===== src/id_pkg.sv =====
// Shared types and constants for the RV32I decode stage, referenced as id_pkg::name
`default_nettype none

package id_pkg;

  ////////////////////
  // Basic widths
  ////////////////////

  typedef logic [31:0] word_t;
  typedef logic [4:0]  rf_addr_t;

  // Link offset for JAL/JALR, no compressed support
  localparam word_t PC_INCR = 32'd4;

  // Major opcodes of the supported base integer classes
  typedef enum logic [6:0] {
    OPC_LOAD   = 7'h03,
    OPC_OP_IMM = 7'h13,
    OPC_AUIPC  = 7'h17,
    OPC_STORE  = 7'h23,
    OPC_OP     = 7'h33,
    OPC_LUI    = 7'h37,
    OPC_BRANCH = 7'h63,
    OPC_JALR   = 7'h67,
    OPC_JAL    = 7'h6f
  } opcode_e;

  ////////////////////
  // Instruction views
  ////////////////////

  // All views are 32 bits, opcode always in [6:0]
  typedef struct packed {
    logic [6:0] funct7;
    rf_addr_t   rs2;
    rf_addr_t   rs1;
    logic [2:0] funct3;
    rf_addr_t   rd;
    logic [6:0] opcode;
  } instr_r_t;

  typedef struct packed {
    logic [11:0] imm;
    rf_addr_t    rs1;
    logic [2:0]  funct3;
    rf_addr_t    rd;
    logic [6:0]  opcode;
  } instr_i_t;

  typedef struct packed {
    logic [6:0] imm_hi;
    rf_addr_t   rs2;
    rf_addr_t   rs1;
    logic [2:0] funct3;
    logic [4:0] imm_lo;
    logic [6:0] opcode;
  } instr_s_t;

  // B format scrambles the offset bits across the word
  typedef struct packed {
    logic       imm12;
    logic [5:0] imm10_5;
    rf_addr_t   rs2;
    rf_addr_t   rs1;
    logic [2:0] funct3;
    logic [3:0] imm4_1;
    logic       imm11;
    logic [6:0] opcode;
  } instr_b_t;

  typedef struct packed {
    logic [19:0] imm31_12;
    rf_addr_t    rd;
    logic [6:0]  opcode;
  } instr_u_t;

  typedef struct packed {
    logic       imm20;
    logic [9:0] imm10_1;
    logic       imm11;
    logic [7:0] imm19_12;
    rf_addr_t   rd;
    logic [6:0] opcode;
  } instr_j_t;

  // One fetched word, read through whichever format applies
  typedef union packed {
    instr_r_t r;
    instr_i_t i;
    instr_s_t s;
    instr_b_t b;
    instr_u_t u;
    instr_j_t j;
  } instr_u;

  ////////////////////
  // Control encodings
  ////////////////////

  typedef enum logic [3:0] {
    ALU_ADD, ALU_SUB, ALU_SLL, ALU_SLT, ALU_SLTU,
    ALU_XOR, ALU_SRL, ALU_SRA, ALU_OR, ALU_AND
  } alu_op_e;

  typedef enum logic [1:0] {OP_A_REG, OP_A_PC, OP_A_ZERO} op_a_sel_e;
  typedef enum logic       {OP_B_REG, OP_B_IMM} op_b_sel_e;
  typedef enum logic       {OP_C_REG, OP_C_BCH} op_c_sel_e;
  typedef enum logic [1:0] {IMM_I, IMM_S, IMM_U, IMM_PCINCR} imm_sel_e;
  typedef enum logic [1:0] {FW_RF, FW_EX, FW_WB} fw_sel_e;
  typedef enum logic [1:0] {XFER_NONE, XFER_JAL, XFER_JALR, XFER_BRANCH} xfer_e;

  ////////////////////
  // Pipeline structs
  ////////////////////

  // Decoder output
  typedef struct packed {
    logic      alu_en;
    alu_op_e   alu_op;
    op_a_sel_e op_a_sel;
    op_b_sel_e op_b_sel;
    op_c_sel_e op_c_sel;
    imm_sel_e  imm_sel;
    logic      lsu_en;
    logic      lsu_we;
    logic [1:0] lsu_size;
    logic      lsu_unsigned;
    logic      rf_we;
    logic [1:0] rf_re;
    xfer_e     xfer;
    logic      illegal;
  } decode_t;

  typedef struct packed {
    logic   valid;
    word_t  pc;
    instr_u instr;
  } if_id_t;

  // Controller bypass and stall controls
  typedef struct packed {
    logic    kill_id;
    logic    halt_id;
    logic    deassert_we;
    fw_sel_e fw_a;
    fw_sel_e fw_b;
  } byp_ctrl_t;

  typedef struct packed {
    logic       valid;
    word_t      pc;
    logic       alu_en;
    alu_op_e    alu_op;
    word_t      operand_a;
    word_t      operand_b;
    word_t      operand_c;
    logic       lsu_en;
    logic       lsu_we;
    logic [1:0] lsu_size;
    logic       lsu_unsigned;
    logic       rf_we;
    rf_addr_t   rf_waddr;
    logic       branch;
    logic       illegal;
  } id_ex_t;

endpackage

`default_nettype wire


===== src/id_decoder.sv =====
// RV32I instruction decoder, maps opcode and funct fields to the ID control struct
`default_nettype none

module id_decoder (
  input  id_pkg::instr_u  instr_i,
  input  logic            deassert_we_i,
  output id_pkg::decode_t dec_o
);

  logic [2:0]      funct3;
  logic [6:0]      funct7;
  logic            sub_sel;
  logic            illegal;
  id_pkg::alu_op_e arith_op;
  id_pkg::decode_t dec;

  // Function fields are read through the R view for every format
  assign funct3  = instr_i.r.funct3;
  assign funct7  = instr_i.r.funct7;
  // funct7[5] is an immediate bit for ADDI, so SUB only exists for OP
  assign sub_sel = (instr_i.r.opcode == id_pkg::OPC_OP) && funct7[5];

  // Shared funct3 map for OP and OP-IMM
  always_comb begin
    case (funct3)
      3'b000:  arith_op = sub_sel ? id_pkg::ALU_SUB : id_pkg::ALU_ADD;
      3'b001:  arith_op = id_pkg::ALU_SLL;
      3'b010:  arith_op = id_pkg::ALU_SLT;
      3'b011:  arith_op = id_pkg::ALU_SLTU;
      3'b100:  arith_op = id_pkg::ALU_XOR;
      3'b101:  arith_op = funct7[5] ? id_pkg::ALU_SRA : id_pkg::ALU_SRL;
      3'b110:  arith_op = id_pkg::ALU_OR;
      default: arith_op = id_pkg::ALU_AND;
    endcase
  end

  always_comb begin
    // Defaults describe a register-register ALU op with nothing enabled
    dec          = '0;
    dec.alu_op   = id_pkg::ALU_ADD;
    dec.op_a_sel = id_pkg::OP_A_REG;
    dec.op_b_sel = id_pkg::OP_B_REG;
    dec.op_c_sel = id_pkg::OP_C_REG;
    dec.imm_sel  = id_pkg::IMM_I;
    dec.xfer     = id_pkg::XFER_NONE;
    illegal      = 1'b0;

    case (instr_i.r.opcode)
      id_pkg::OPC_OP: begin
        dec.alu_en = 1'b1;
        dec.alu_op = arith_op;
        dec.rf_we  = 1'b1;
        dec.rf_re  = 2'b11;
        // Only ADD/SUB and SRL/SRA have a second funct7 encoding
        illegal = !((funct7 == 7'h00) ||
                    ((funct7 == 7'h20) && ((funct3 == 3'b000) || (funct3 == 3'b101))));
      end
      id_pkg::OPC_OP_IMM: begin
        dec.alu_en   = 1'b1;
        dec.alu_op   = arith_op;
        dec.op_b_sel = id_pkg::OP_B_IMM;
        dec.rf_we    = 1'b1;
        dec.rf_re    = 2'b01;
        // Shift amounts leave funct7 as a real function field
        if (funct3 == 3'b001) begin
          illegal = (funct7 != 7'h00);
        end else if (funct3 == 3'b101) begin
          illegal = (funct7 != 7'h00) && (funct7 != 7'h20);
        end
      end
      id_pkg::OPC_LUI, id_pkg::OPC_AUIPC: begin
        dec.alu_en   = 1'b1;
        dec.op_a_sel = (instr_i.r.opcode == id_pkg::OPC_LUI) ? id_pkg::OP_A_ZERO
                                                              : id_pkg::OP_A_PC;
        dec.op_b_sel = id_pkg::OP_B_IMM;
        dec.imm_sel  = id_pkg::IMM_U;
        dec.rf_we    = 1'b1;
      end
      id_pkg::OPC_JAL, id_pkg::OPC_JALR: begin
        // ALU forms the link value pc + 4
        dec.alu_en   = 1'b1;
        dec.op_a_sel = id_pkg::OP_A_PC;
        dec.op_b_sel = id_pkg::OP_B_IMM;
        dec.imm_sel  = id_pkg::IMM_PCINCR;
        dec.rf_we    = 1'b1;
        if (instr_i.r.opcode == id_pkg::OPC_JALR) begin
          dec.rf_re = 2'b01;
          dec.xfer  = id_pkg::XFER_JALR;
          illegal   = (funct3 != 3'b000);
        end else begin
          dec.xfer  = id_pkg::XFER_JAL;
        end
      end
      id_pkg::OPC_BRANCH: begin
        dec.alu_en   = 1'b1;
        dec.op_c_sel = id_pkg::OP_C_BCH;
        dec.rf_re    = 2'b11;
        dec.xfer     = id_pkg::XFER_BRANCH;
        // Branch compares reuse the ALU compare ops
        case (funct3)
          3'b000, 3'b001: dec.alu_op = id_pkg::ALU_XOR;
          3'b100, 3'b101: dec.alu_op = id_pkg::ALU_SLT;
          3'b110, 3'b111: dec.alu_op = id_pkg::ALU_SLTU;
          default:        illegal    = 1'b1;
        endcase
      end
      id_pkg::OPC_LOAD: begin
        // Address add in the ALU, size and sign straight from funct3
        dec.alu_en       = 1'b1;
        dec.op_b_sel     = id_pkg::OP_B_IMM;
        dec.lsu_en       = 1'b1;
        dec.lsu_size     = funct3[1:0];
        dec.lsu_unsigned = funct3[2];
        dec.rf_we        = 1'b1;
        dec.rf_re        = 2'b01;
        illegal = (funct3 == 3'b011) || (funct3 == 3'b110) || (funct3 == 3'b111);
      end
      id_pkg::OPC_STORE: begin
        dec.alu_en   = 1'b1;
        dec.op_b_sel = id_pkg::OP_B_IMM;
        dec.imm_sel  = id_pkg::IMM_S;
        dec.lsu_en   = 1'b1;
        dec.lsu_we   = 1'b1;
        dec.lsu_size = funct3[1:0];
        dec.rf_re    = 2'b11;
        illegal      = funct3[2] || (funct3[1:0] == 2'b11);
      end
      default: illegal = 1'b1;
    endcase

    // Illegal instructions must not cause any side effect downstream
    if (illegal) begin
      dec.alu_en = 1'b0;
      dec.lsu_en = 1'b0;
      dec.lsu_we = 1'b0;
      dec.rf_we  = 1'b0;
      dec.rf_re  = 2'b00;
      dec.xfer   = id_pkg::XFER_NONE;
    end
    dec.illegal = illegal;

    // Controller suppresses the write, e.g. for a squashed instruction
    if (deassert_we_i) begin
      dec.rf_we = 1'b0;
    end
  end

  assign dec_o = dec;

endmodule

`default_nettype wire


===== src/id_jump_target.sv =====
// Branch and jump target adders of the decode stage, pure combinational
`default_nettype none

module id_jump_target (
  input  id_pkg::word_t  pc_i,
  input  id_pkg::instr_u instr_i,
  input  id_pkg::xfer_e  xfer_i,
  input  id_pkg::word_t  rs1_fw_i,
  output id_pkg::word_t  bch_target_o,
  output id_pkg::word_t  jmp_target_o
);

  id_pkg::word_t imm_b;
  id_pkg::word_t imm_j;
  id_pkg::word_t imm_i;
  id_pkg::word_t jalr_sum;

  // Reassemble the scrambled B and J offsets, sign taken from bit 31
  assign imm_b = {{19{instr_i.b.imm12}}, instr_i.b.imm12, instr_i.b.imm11,
                  instr_i.b.imm10_5, instr_i.b.imm4_1, 1'b0};
  assign imm_j = {{11{instr_i.j.imm20}}, instr_i.j.imm20, instr_i.j.imm19_12,
                  instr_i.j.imm11, instr_i.j.imm10_1, 1'b0};
  assign imm_i = {{20{instr_i.i.imm[11]}}, instr_i.i.imm};

  assign bch_target_o = pc_i + imm_b;

  // JALR clears bit 0 of the sum
  assign jalr_sum     = rs1_fw_i + imm_i;
  assign jmp_target_o = (xfer_i == id_pkg::XFER_JALR) ? {jalr_sum[31:1], 1'b0}
                                                      : pc_i + imm_j;

endmodule

`default_nettype wire


===== src/id_operand_select.sv =====
// Operand forwarding, immediate extraction and operand A/B/C muxing for the ID stage
`default_nettype none

module id_operand_select (
  input  id_pkg::word_t   pc_i,
  input  id_pkg::instr_u  instr_i,
  input  id_pkg::decode_t dec_i,
  input  id_pkg::fw_sel_e fw_a_i,
  input  id_pkg::fw_sel_e fw_b_i,
  input  id_pkg::word_t   rf_rdata_a_i,
  input  id_pkg::word_t   rf_rdata_b_i,
  input  id_pkg::word_t   fw_ex_i,
  input  id_pkg::word_t   fw_wb_i,
  input  id_pkg::word_t   bch_target_i,
  output id_pkg::word_t   rs1_fw_o,
  output id_pkg::word_t   operand_a_o,
  output id_pkg::word_t   operand_b_o,
  output id_pkg::word_t   operand_c_o
);

  id_pkg::word_t rs2_fw;
  id_pkg::word_t imm_i;
  id_pkg::word_t imm_s;
  id_pkg::word_t imm_u;
  id_pkg::word_t imm_b;

  // Same bypass mux for both source registers
  function automatic id_pkg::word_t fw_mux(input id_pkg::fw_sel_e sel,
                                           input id_pkg::word_t   rf_data,
                                           input id_pkg::word_t   ex_data,
                                           input id_pkg::word_t   wb_data);
    case (sel)
      id_pkg::FW_EX: return ex_data;
      id_pkg::FW_WB: return wb_data;
      default:       return rf_data;
    endcase
  endfunction

  assign rs1_fw_o = fw_mux(fw_a_i, rf_rdata_a_i, fw_ex_i, fw_wb_i);
  assign rs2_fw   = fw_mux(fw_b_i, rf_rdata_b_i, fw_ex_i, fw_wb_i);

  ////////////////////
  // Immediates
  ////////////////////

  assign imm_i = {{20{instr_i.i.imm[11]}}, instr_i.i.imm};
  assign imm_s = {{20{instr_i.s.imm_hi[6]}}, instr_i.s.imm_hi, instr_i.s.imm_lo};
  assign imm_u = {instr_i.u.imm31_12, 12'h000};

  always_comb begin
    case (dec_i.imm_sel)
      id_pkg::IMM_S:      imm_b = imm_s;
      id_pkg::IMM_U:      imm_b = imm_u;
      // Link value for JAL/JALR
      id_pkg::IMM_PCINCR: imm_b = id_pkg::PC_INCR;
      default:            imm_b = imm_i;
    endcase
  end

  ////////////////////
  // Operand muxes
  ////////////////////

  always_comb begin
    case (dec_i.op_a_sel)
      id_pkg::OP_A_PC:   operand_a_o = pc_i;
      id_pkg::OP_A_ZERO: operand_a_o = '0;
      default:           operand_a_o = rs1_fw_o;
    endcase
  end

  assign operand_b_o = (dec_i.op_b_sel == id_pkg::OP_B_IMM) ? imm_b : rs2_fw;

  // Store data, or the branch target carried to EX
  assign operand_c_o = (dec_i.op_c_sel == id_pkg::OP_C_BCH) ? bch_target_i : rs2_fw;

endmodule

`default_nettype wire


===== src/id_ex_pipe_reg.sv =====
// ID/EX pipeline register with valid tracking, hold under EX back-pressure and bubbles
`default_nettype none

module id_ex_pipe_reg (
  input  logic           clk,
  input  logic           rst_n,
  input  logic           load_i,
  input  logic           ex_ready_i,
  input  id_pkg::id_ex_t next_i,
  output id_pkg::id_ex_t id_ex_o
);

  id_pkg::id_ex_t id_ex_q;

  // Three cases per edge
  //   load           capture a new instruction
  //   ready, no load insert a bubble
  //   not ready      hold everything for EX
  always_ff @(posedge clk or negedge rst_n) begin
    if (!rst_n) begin
      id_ex_q <= '0;
    end else if (load_i) begin
      id_ex_q       <= next_i;
      id_ex_q.valid <= 1'b1;
    end else if (ex_ready_i) begin
      // Payload left as is, only valid drops
      id_ex_q.valid <= 1'b0;
    end
  end

  assign id_ex_o = id_ex_q;

endmodule

`default_nettype wire


===== src/id_stage.sv =====
// Top of the RV32I decode stage, instantiate with an external register file and EX stage
`default_nettype none

module id_stage (
  input  logic              clk,
  input  logic              rst_n,
  input  id_pkg::if_id_t    if_id_i,
  input  id_pkg::byp_ctrl_t byp_i,
  input  id_pkg::word_t     rf_rdata_a_i,
  input  id_pkg::word_t     rf_rdata_b_i,
  input  id_pkg::word_t     fw_ex_i,
  input  id_pkg::word_t     fw_wb_i,
  input  logic              ex_ready_i,
  output id_pkg::rf_addr_t  rf_raddr_a_o,
  output id_pkg::rf_addr_t  rf_raddr_b_o,
  output id_pkg::word_t     jmp_target_o,
  output logic              id_ready_o,
  output id_pkg::id_ex_t    id_ex_o
);

  id_pkg::decode_t dec;
  id_pkg::word_t   bch_target;
  id_pkg::word_t   rs1_fw;
  id_pkg::word_t   operand_a;
  id_pkg::word_t   operand_b;
  id_pkg::word_t   operand_c;
  id_pkg::id_ex_t  next;
  logic            id_valid;
  logic            load;

  // Unused read ports are parked on x0 so no false hazard is seen
  assign rf_raddr_a_o = dec.rf_re[0] ? if_id_i.instr.r.rs1 : '0;
  assign rf_raddr_b_o = dec.rf_re[1] ? if_id_i.instr.r.rs2 : '0;

  id_decoder u_decoder (
    .instr_i       (if_id_i.instr),
    .deassert_we_i (byp_i.deassert_we),
    .dec_o         (dec)
  );

  id_jump_target u_jump_target (
    .pc_i         (if_id_i.pc),
    .instr_i      (if_id_i.instr),
    .xfer_i       (dec.xfer),
    .rs1_fw_i     (rs1_fw),
    .bch_target_o (bch_target),
    .jmp_target_o (jmp_target_o)
  );

  id_operand_select u_operand_select (
    .pc_i         (if_id_i.pc),
    .instr_i      (if_id_i.instr),
    .dec_i        (dec),
    .fw_a_i       (byp_i.fw_a),
    .fw_b_i       (byp_i.fw_b),
    .rf_rdata_a_i (rf_rdata_a_i),
    .rf_rdata_b_i (rf_rdata_b_i),
    .fw_ex_i      (fw_ex_i),
    .fw_wb_i      (fw_wb_i),
    .bch_target_i (bch_target),
    .rs1_fw_o     (rs1_fw),
    .operand_a_o  (operand_a),
    .operand_b_o  (operand_b),
    .operand_c_o  (operand_c)
  );

  ////////////////////
  // Handshake
  ////////////////////

  // Kill and halt both block the instruction, kill also frees IF
  assign id_valid   = if_id_i.valid && !byp_i.kill_id && !byp_i.halt_id;
  assign id_ready_o = byp_i.kill_id || (ex_ready_i && !byp_i.halt_id);
  assign load       = id_valid && ex_ready_i;

  // Next ID/EX contents
  always_comb begin
    next.valid        = id_valid;
    next.pc           = if_id_i.pc;
    next.alu_en       = dec.alu_en;
    next.alu_op       = dec.alu_op;
    next.operand_a    = operand_a;
    next.operand_b    = operand_b;
    next.operand_c    = operand_c;
    next.lsu_en       = dec.lsu_en;
    next.lsu_we       = dec.lsu_we;
    next.lsu_size     = dec.lsu_size;
    next.lsu_unsigned = dec.lsu_unsigned;
    next.rf_we        = dec.rf_we;
    next.rf_waddr     = if_id_i.instr.r.rd;
    next.branch       = (dec.xfer == id_pkg::XFER_BRANCH);
    next.illegal      = dec.illegal;
  end

  id_ex_pipe_reg u_id_ex_pipe_reg (
    .clk        (clk),
    .rst_n      (rst_n),
    .load_i     (load),
    .ex_ready_i (ex_ready_i),
    .next_i     (next),
    .id_ex_o    (id_ex_o)
  );

endmodule

`default_nettype wire


===== config.mk =====
export PLATFORM = sky130hd
export DESIGN_NAME = id_stage
export DESIGN_NICKNAME = d
export VERILOG_FILES = /design/src/id_pkg.sv /design/src/id_decoder.sv /design/src/id_jump_target.sv /design/src/id_operand_select.sv /design/src/id_ex_pipe_reg.sv /design/src/id_stage.sv
export SDC_FILE = /design/constraint.sdc
export NUM_CORES = 1
export LEC_CHECK = 0
export CAP_MARGIN = 20
export CORE_ASPECT_RATIO = 0.9
export CORE_MARGIN = 2
export CORE_UTILIZATION = 36
export DETAILED_ROUTE_END_ITERATION = 8
export DONT_BUFFER_PORTS = 1
export HOLD_SLACK_MARGIN = 0.15
export PLACE_DENSITY_LB_ADDON = 0.12
export SLEW_MARGIN = 20
export SYNTH_ARGS = -nofsm -noshare
export SYNTH_HDL_FRONTEND = slang
export SYNTH_SLANG_ARGS = --single-unit

===== constraint.sdc =====
create_clock -name clk -period 7 [get_ports clk]
set_input_delay 0.7 -clock clk [delete_from_list [all_inputs] [get_ports clk]]
set_output_delay 0.7 -clock clk [all_outputs]
set_load 0.01 [all_outputs]

=== Word level (Yosys, flattened, before mapping) ===
Cells that the tools add are included.

* Register bits: 147
* Output and inout port bits: 190

* Reduce and logical (&&, ||, !) cells: 34
* $add $sub $neg: 3
* Mux-type cells: 40
* Equality and inequality tests: 30

{| class="wikitable"
|+ Operator list
! cell !! count
|-
| $pmux 32 s2 || 3
|-
| $add 32x32->32 || 3
|-
| $mux 32 || 3
|-
| $pmux 32 s3 || 1
|-
| $eq 7x6->1 const B || 4
|-
| $pmux 4 s7 || 1
|-
| $eq 7x7->1 const B || 3
|-
| $mux 1 || 18
|-
| $eq 2x2->1 const B || 8
|-
| $reduce_or 2->1 || 8
|-
| $mux 5 || 3
|-
| $eq 7x5->1 const B || 2
|-
| $reduce_or 7->1 || 2
|-
| $eq 3x3->1 const B || 4
|-
| $pmux 2 s3 || 2
|-
| $pmux 3 s3 || 1
|-
| $reduce_or 9->1 || 1
|-
| $eq 2x1->1 const B || 4
|-
| $mux 2 || 4
|-
| $pmux 2 s2 || 2
|-
| $pmux 4 s2 || 1
|-
| $eq 7x2->1 const B || 1
|-
| $logic_and 1x1->1 || 7
|-
| $logic_not 7->1 || 1
|-
| other kinds (12) || 20
|}

=== Longest topological paths before layout ===
* Depth in word-level cells: 9
* Gate-level depth with buffers: 17
* Gate-level depth less buffers: 16

=== Modules after synthesis ===
From an unflattened synthesis, not the netlist that was laid out.

* Cells, all modules: 1445
* Area, all modules: 13374.1 um^2

{| class="wikitable"
|+ Modules (own cells, without submodules)
! module !! area each (um^2) !! cells each !! times used
|-
| id_ex_pipe_reg || 5507.8 || 311 || 1
|-
| id_jump_target || 4431.8 || 644 || 1
|-
| id_operand_select || 2711.4 || 384 || 1
|-
| id_decoder || 608.1 || 90 || 1
|-
| id_stage || 115.1 || 16 || 1
|}

=== Least setup slack after synthesis ===
OpenSTA, ideal clock, no wires.

* Path type: input to output
* From: input port byp_i[2] in the netlist's numbering
* To: output port jmp_target_o[30]
* Path slack: 2.331 ns
* Required time: 6.300 ns
* Data arrival time: 3.969 ns
* Stages: 17
* Path buffers: 2
* Cells stage by stage: inv_1 -> ha_1 -> clkbuf_1 -> clkbuf_1 -> nand2_1 -> o21ai_0 -> nand2_1 -> fa_1 -> nand2b_1 -> a211oi_1 -> nor2_1 -> o211ai_1 -> a311oi_1 -> o31ai_1 -> and4b_1 -> nor4_1 -> a21oi_1

* Cells in the longest elaborated chain, start to end: 4
* Elaborated cells between the ends (all ways): 5
* Classes of those cells: add/sub (1); eq/ne (2); mux (2)

{| class="wikitable"
|+ Ends and longest elaborated chain
! what !! RTL line !! text
|-
| start, declared || id_stage.sv:8 || <nowiki>input id_pkg::byp_ctrl_t byp_i,</nowiki>
|-
| $eq 2x2->1 / $eq 2x1->1 (equally long branches) || id_operand_select.sv:32 || <nowiki>case (sel)</nowiki>
|-
| $pmux 32 s2 * || id_operand_select.sv:32 ||
|-
| $add 32x32->32 * || id_jump_target.sv:28 || <nowiki>assign jalr_sum = rs1_fw_i + imm_i;</nowiki>
|-
| $mux 32 * || id_jump_target.sv:29 || <nowiki>assign jmp_target_o = (xfer_i == id_pkg::XFER_JALR) ? {jalr_sum[31:1], 1'b0}</nowiki>
|-
| end, declared || id_stage.sv:16 || <nowiki>output id_pkg::word_t jmp_target_o,</nowiki>
|}

Every way passes the cells marked *; elsewhere a longest branch is shown, timed or not.

=== Worst setup path after layout ===
* From: input port byp_i[3] in the netlist's numbering
* To: output port jmp_target_o[30]

Same word-level chain as after synthesis.

==> run_results.csv <==
group,metric,value,unit
outcome,status,"finished clean",
timing,final-setup-viol-count,0,
clocking,cts_resized,0,
global_route,grt_pass1_wl,84900,µm
synthesis,yosysSeqAreaShare,29.4,%
clocking,cts_tree,"built",
global_route,antenna_found_initial,6,
final_layout,fin_util,39.3,%
timing,grt_setup_unrepaired,"false",
clocking,post_cts_buffers,0,
timing,report.final.hold_viol_count,0,
floorplan,fp.dieH,181,µm
worst_setup_path,crit_required,6.30,ns
drt,ant_nets,0,
worst_setup_path,rr_endpoint,"u_id_ex_pipe_reg.id_ex_o[42]",
place,post_dp_cell_area,12800,µm²
clocking,clockBufferDepth,2,
clocking,root_buffer,"clkbuf_16",
floorplan,rows,64,
synthesis,synthesis.area,12500,µm²
final_layout,final_cell_mix,"278 x nand2_1, 191 x nor2_1, 147 x dfrtp_1, 143 x a21oi_1, 138 x o21ai_0",
timing,slew_headroom,37.7,%
timing,tightestPinTransition,0.922,ns
synthesis,ys.flop_type,"dfrtp_1",
floorplan,boundaryPins,393,
synthesis,ys_ff_latch,147,
timing,finalCriticalPeriod,5.70,ns
final_layout,largest_register_ff_count,147,
worst_setup_path,max_stage_delay,0.70,ns
final_layout,nets,1859,
synthesis,synth_fp_nets,1939,
floorplan,die_area,36300,µm²
worst_setup_path,cp-startpoint,"byp_i[3]",
worst_setup_path,rrSetupSlack,6.13,ns
final_layout,layout-drive-gt1-share,5.36,%
synthesis,avgSynthCellArea,7.57,µm²
place,hpwl,43900,µm
drt,first_iter_violations,1436,
final_layout,stdcell_area,13400,µm²
timing,finalCritPeriodShare,81.5,%
worst_setup_path,crit_type,"primary input to output port",
synthesis,syn_inst,1654,
synthesis,yosys_warnings,0,
drt,wl_per_cell,28.3,µm
clocking,cts_sinks,147,
final_layout,area_delta_synth_final,7.19,%
synthesis,synth-async-reset-ratio,100,%
run,max_cap_violations,0,
worst_setup_path,reg2reg_depth,2,
synthesis,ys_types,82,
hold_path,hold_path.class,"primary input to async pin",
power_and_ir_drop,power.density,237,nW/µm²
timing,fmax,0.175,GHz
clocking,numCtsBuffers,17,
floorplan,die-width,201,µm
global_route,grt_pass1_vias,12238,
place,numPortBuffers,0,
drt,via_per_inst,6.23,
drt,wl,58100,µm
floorplan,coreArea,34100,µm²
worst_setup_path,crit_fanout,18,
drt,drc,0,
worst_setup_path,crit_arrival,5.00,ns
timing,tns,0,ns
floorplan,start_util,36.7,%
drt,dr.pass1.iters,7,
worst_setup_path,slowest_stage,"ha_1",
timing,drv_slew,0,
clocking,htree_num_levels,4,
final_layout,fillers,3646,
worst_setup_path,path_cells,"inv_1 > ha_1 > buf_4 > a22oi_1 > nor2_1 > a21oi_1 > fa_1 > nand2b_1 > a211oi_1 > nor2_1 > o211ai_1 > a311oi_1 > o31ai_1 > and4b_1 > nor4_1 > a21oi_1",
drt,vias,12785,
clocking,clock_latency,0.45,ns
global_route,grtUsageTotal,31.6,%
global_route,grt_start_max_net_pins,176,
worst_setup_path,r2r-start,"u_id_ex_pipe_reg.id_ex_o[42]",
place,place.gp.congestion,0.963,
synthesis,synth_edf_count,0,
worst_setup_path,start_kind,"primary input",
clocking,clk_pin_slew_worst_paths,0.07,ns
power_and_ir_drop,ir_drop,0.163,mV
worst_setup_path,crit_buf_inv,2,
global_route,grt_remaining_overflow,0,
power_and_ir_drop,leakage,0.00583,µW
timing,fin_skew,0,ns
worst_setup_path,critical_path.endpoint_type,"output port",
worst_setup_path,crit_family,"compound AO/OA/AOI/OAI gates",
final_layout,layout_commonest_cell,"nand2_1",
-- repair_timing --
action / 4_1_cts / 5_1_grt
hold buffers: 1 / 0
setup endpoints to repair: 0 / 0
endpoints found under the hold margin: 147 / 0
-- worst register-to-register path, stage by stage (launching register included) --
cell	delay, ns
dfrtp_1	0.45
o21ai_0	0.20
a31oi_1	0.06
-- power by group --
part	internal, µW	switching (µW)
combinational	365	608
sequential	1010	234
clock	510	455
total	1890	1300
-- layer usage --
metal	track usage (%)	wire [µm]	vias to the layer above
li1	-	-	5832
met1	42.9	25300	6194
met2	45.6	24300	663
met3	12.2	6710	90
met4	10.5	1680	6
met5	0	40	-
-- synthesized netlist by cell type, drive strengths merged (14+ instances only) --
cell type / instances / area, µm²
a21oi: 143 / 716
and3: 18 / 113
a21o: 33 / 248
ha: 79 / 988
nor3: 25 / 125
nand2b: 19 / 119
and2: 20 / 125
nand3: 24 / 120
o22a: 22 / 193
a211oi: 16 / 120
o21ai: 143 / 719
xor2: 21 / 184
inv: 33 / 124
o31ai: 14 / 124
dfrtp: 147 / 3680
clkbuf: 95 / 358
a31oi: 18 / 113
buf: 19 / 92.6
a221oi: 31 / 272
nor2: 192 / 721
a22oi: 66 / 495
xnor2: 46 / 403
nand2: 279 / 1050
-- cell families after synthesis --
logic type	after synthesis	synth area share [%]
AO/OA/AOI/OAI	576	30.4
XOR/XNOR	67	4.69
buffers and inverters	147	4.59
adder cells (fa/ha/maj)	82	8.38
multiplexers	11	0.890
flip-flops	147	29.4
AND/OR/NAND/NOR	624	21.7
-- through the flow --
stage	total power, µW	worst slack [ns]	hold slack (ns)	cells
after floorplan	1910	2.33	0.404	1654
after global placement	2190	1.44	0.407	2016
after detailed placement	2200	1.35	0.408	2016
after CTS	3190	1.34	0.285	2049
after global routing	3370	1.03	0.277	2052
final	3180	1.30	0.198	2052
-- worst max path at each step --
stage / slack (ns) / cells past startpoint / end
2_1_floorplan: 2.33 / 17 / jmp_target_o[30]
3_3_place_gp: 1.44 / 16 / jmp_target_o[30]
3_5_place_dp: 1.35 / 16 / jmp_target_o[30]
4_1_cts: 1.34 / 16 / jmp_target_o[30]
5_1_grt: 1.03 / 16 / jmp_target_o[30]
6_report: 1.30 / 16 / jmp_target_o[30]
-- layout make-up --
cell class	instances	area [µm²]	share of cell area, %
multi-input combinational	1360	8300	61.9
sequential	147	3680	27.4
tap	462	578	4.31
clock buffer	18	439	3.27
timing repair buffer	15	145	1.08
clock inverter	14	140	1.04
inverter	33	124	0.924
antenna	3	7.51	0.0560
Power figures use the tool's default switching activity.
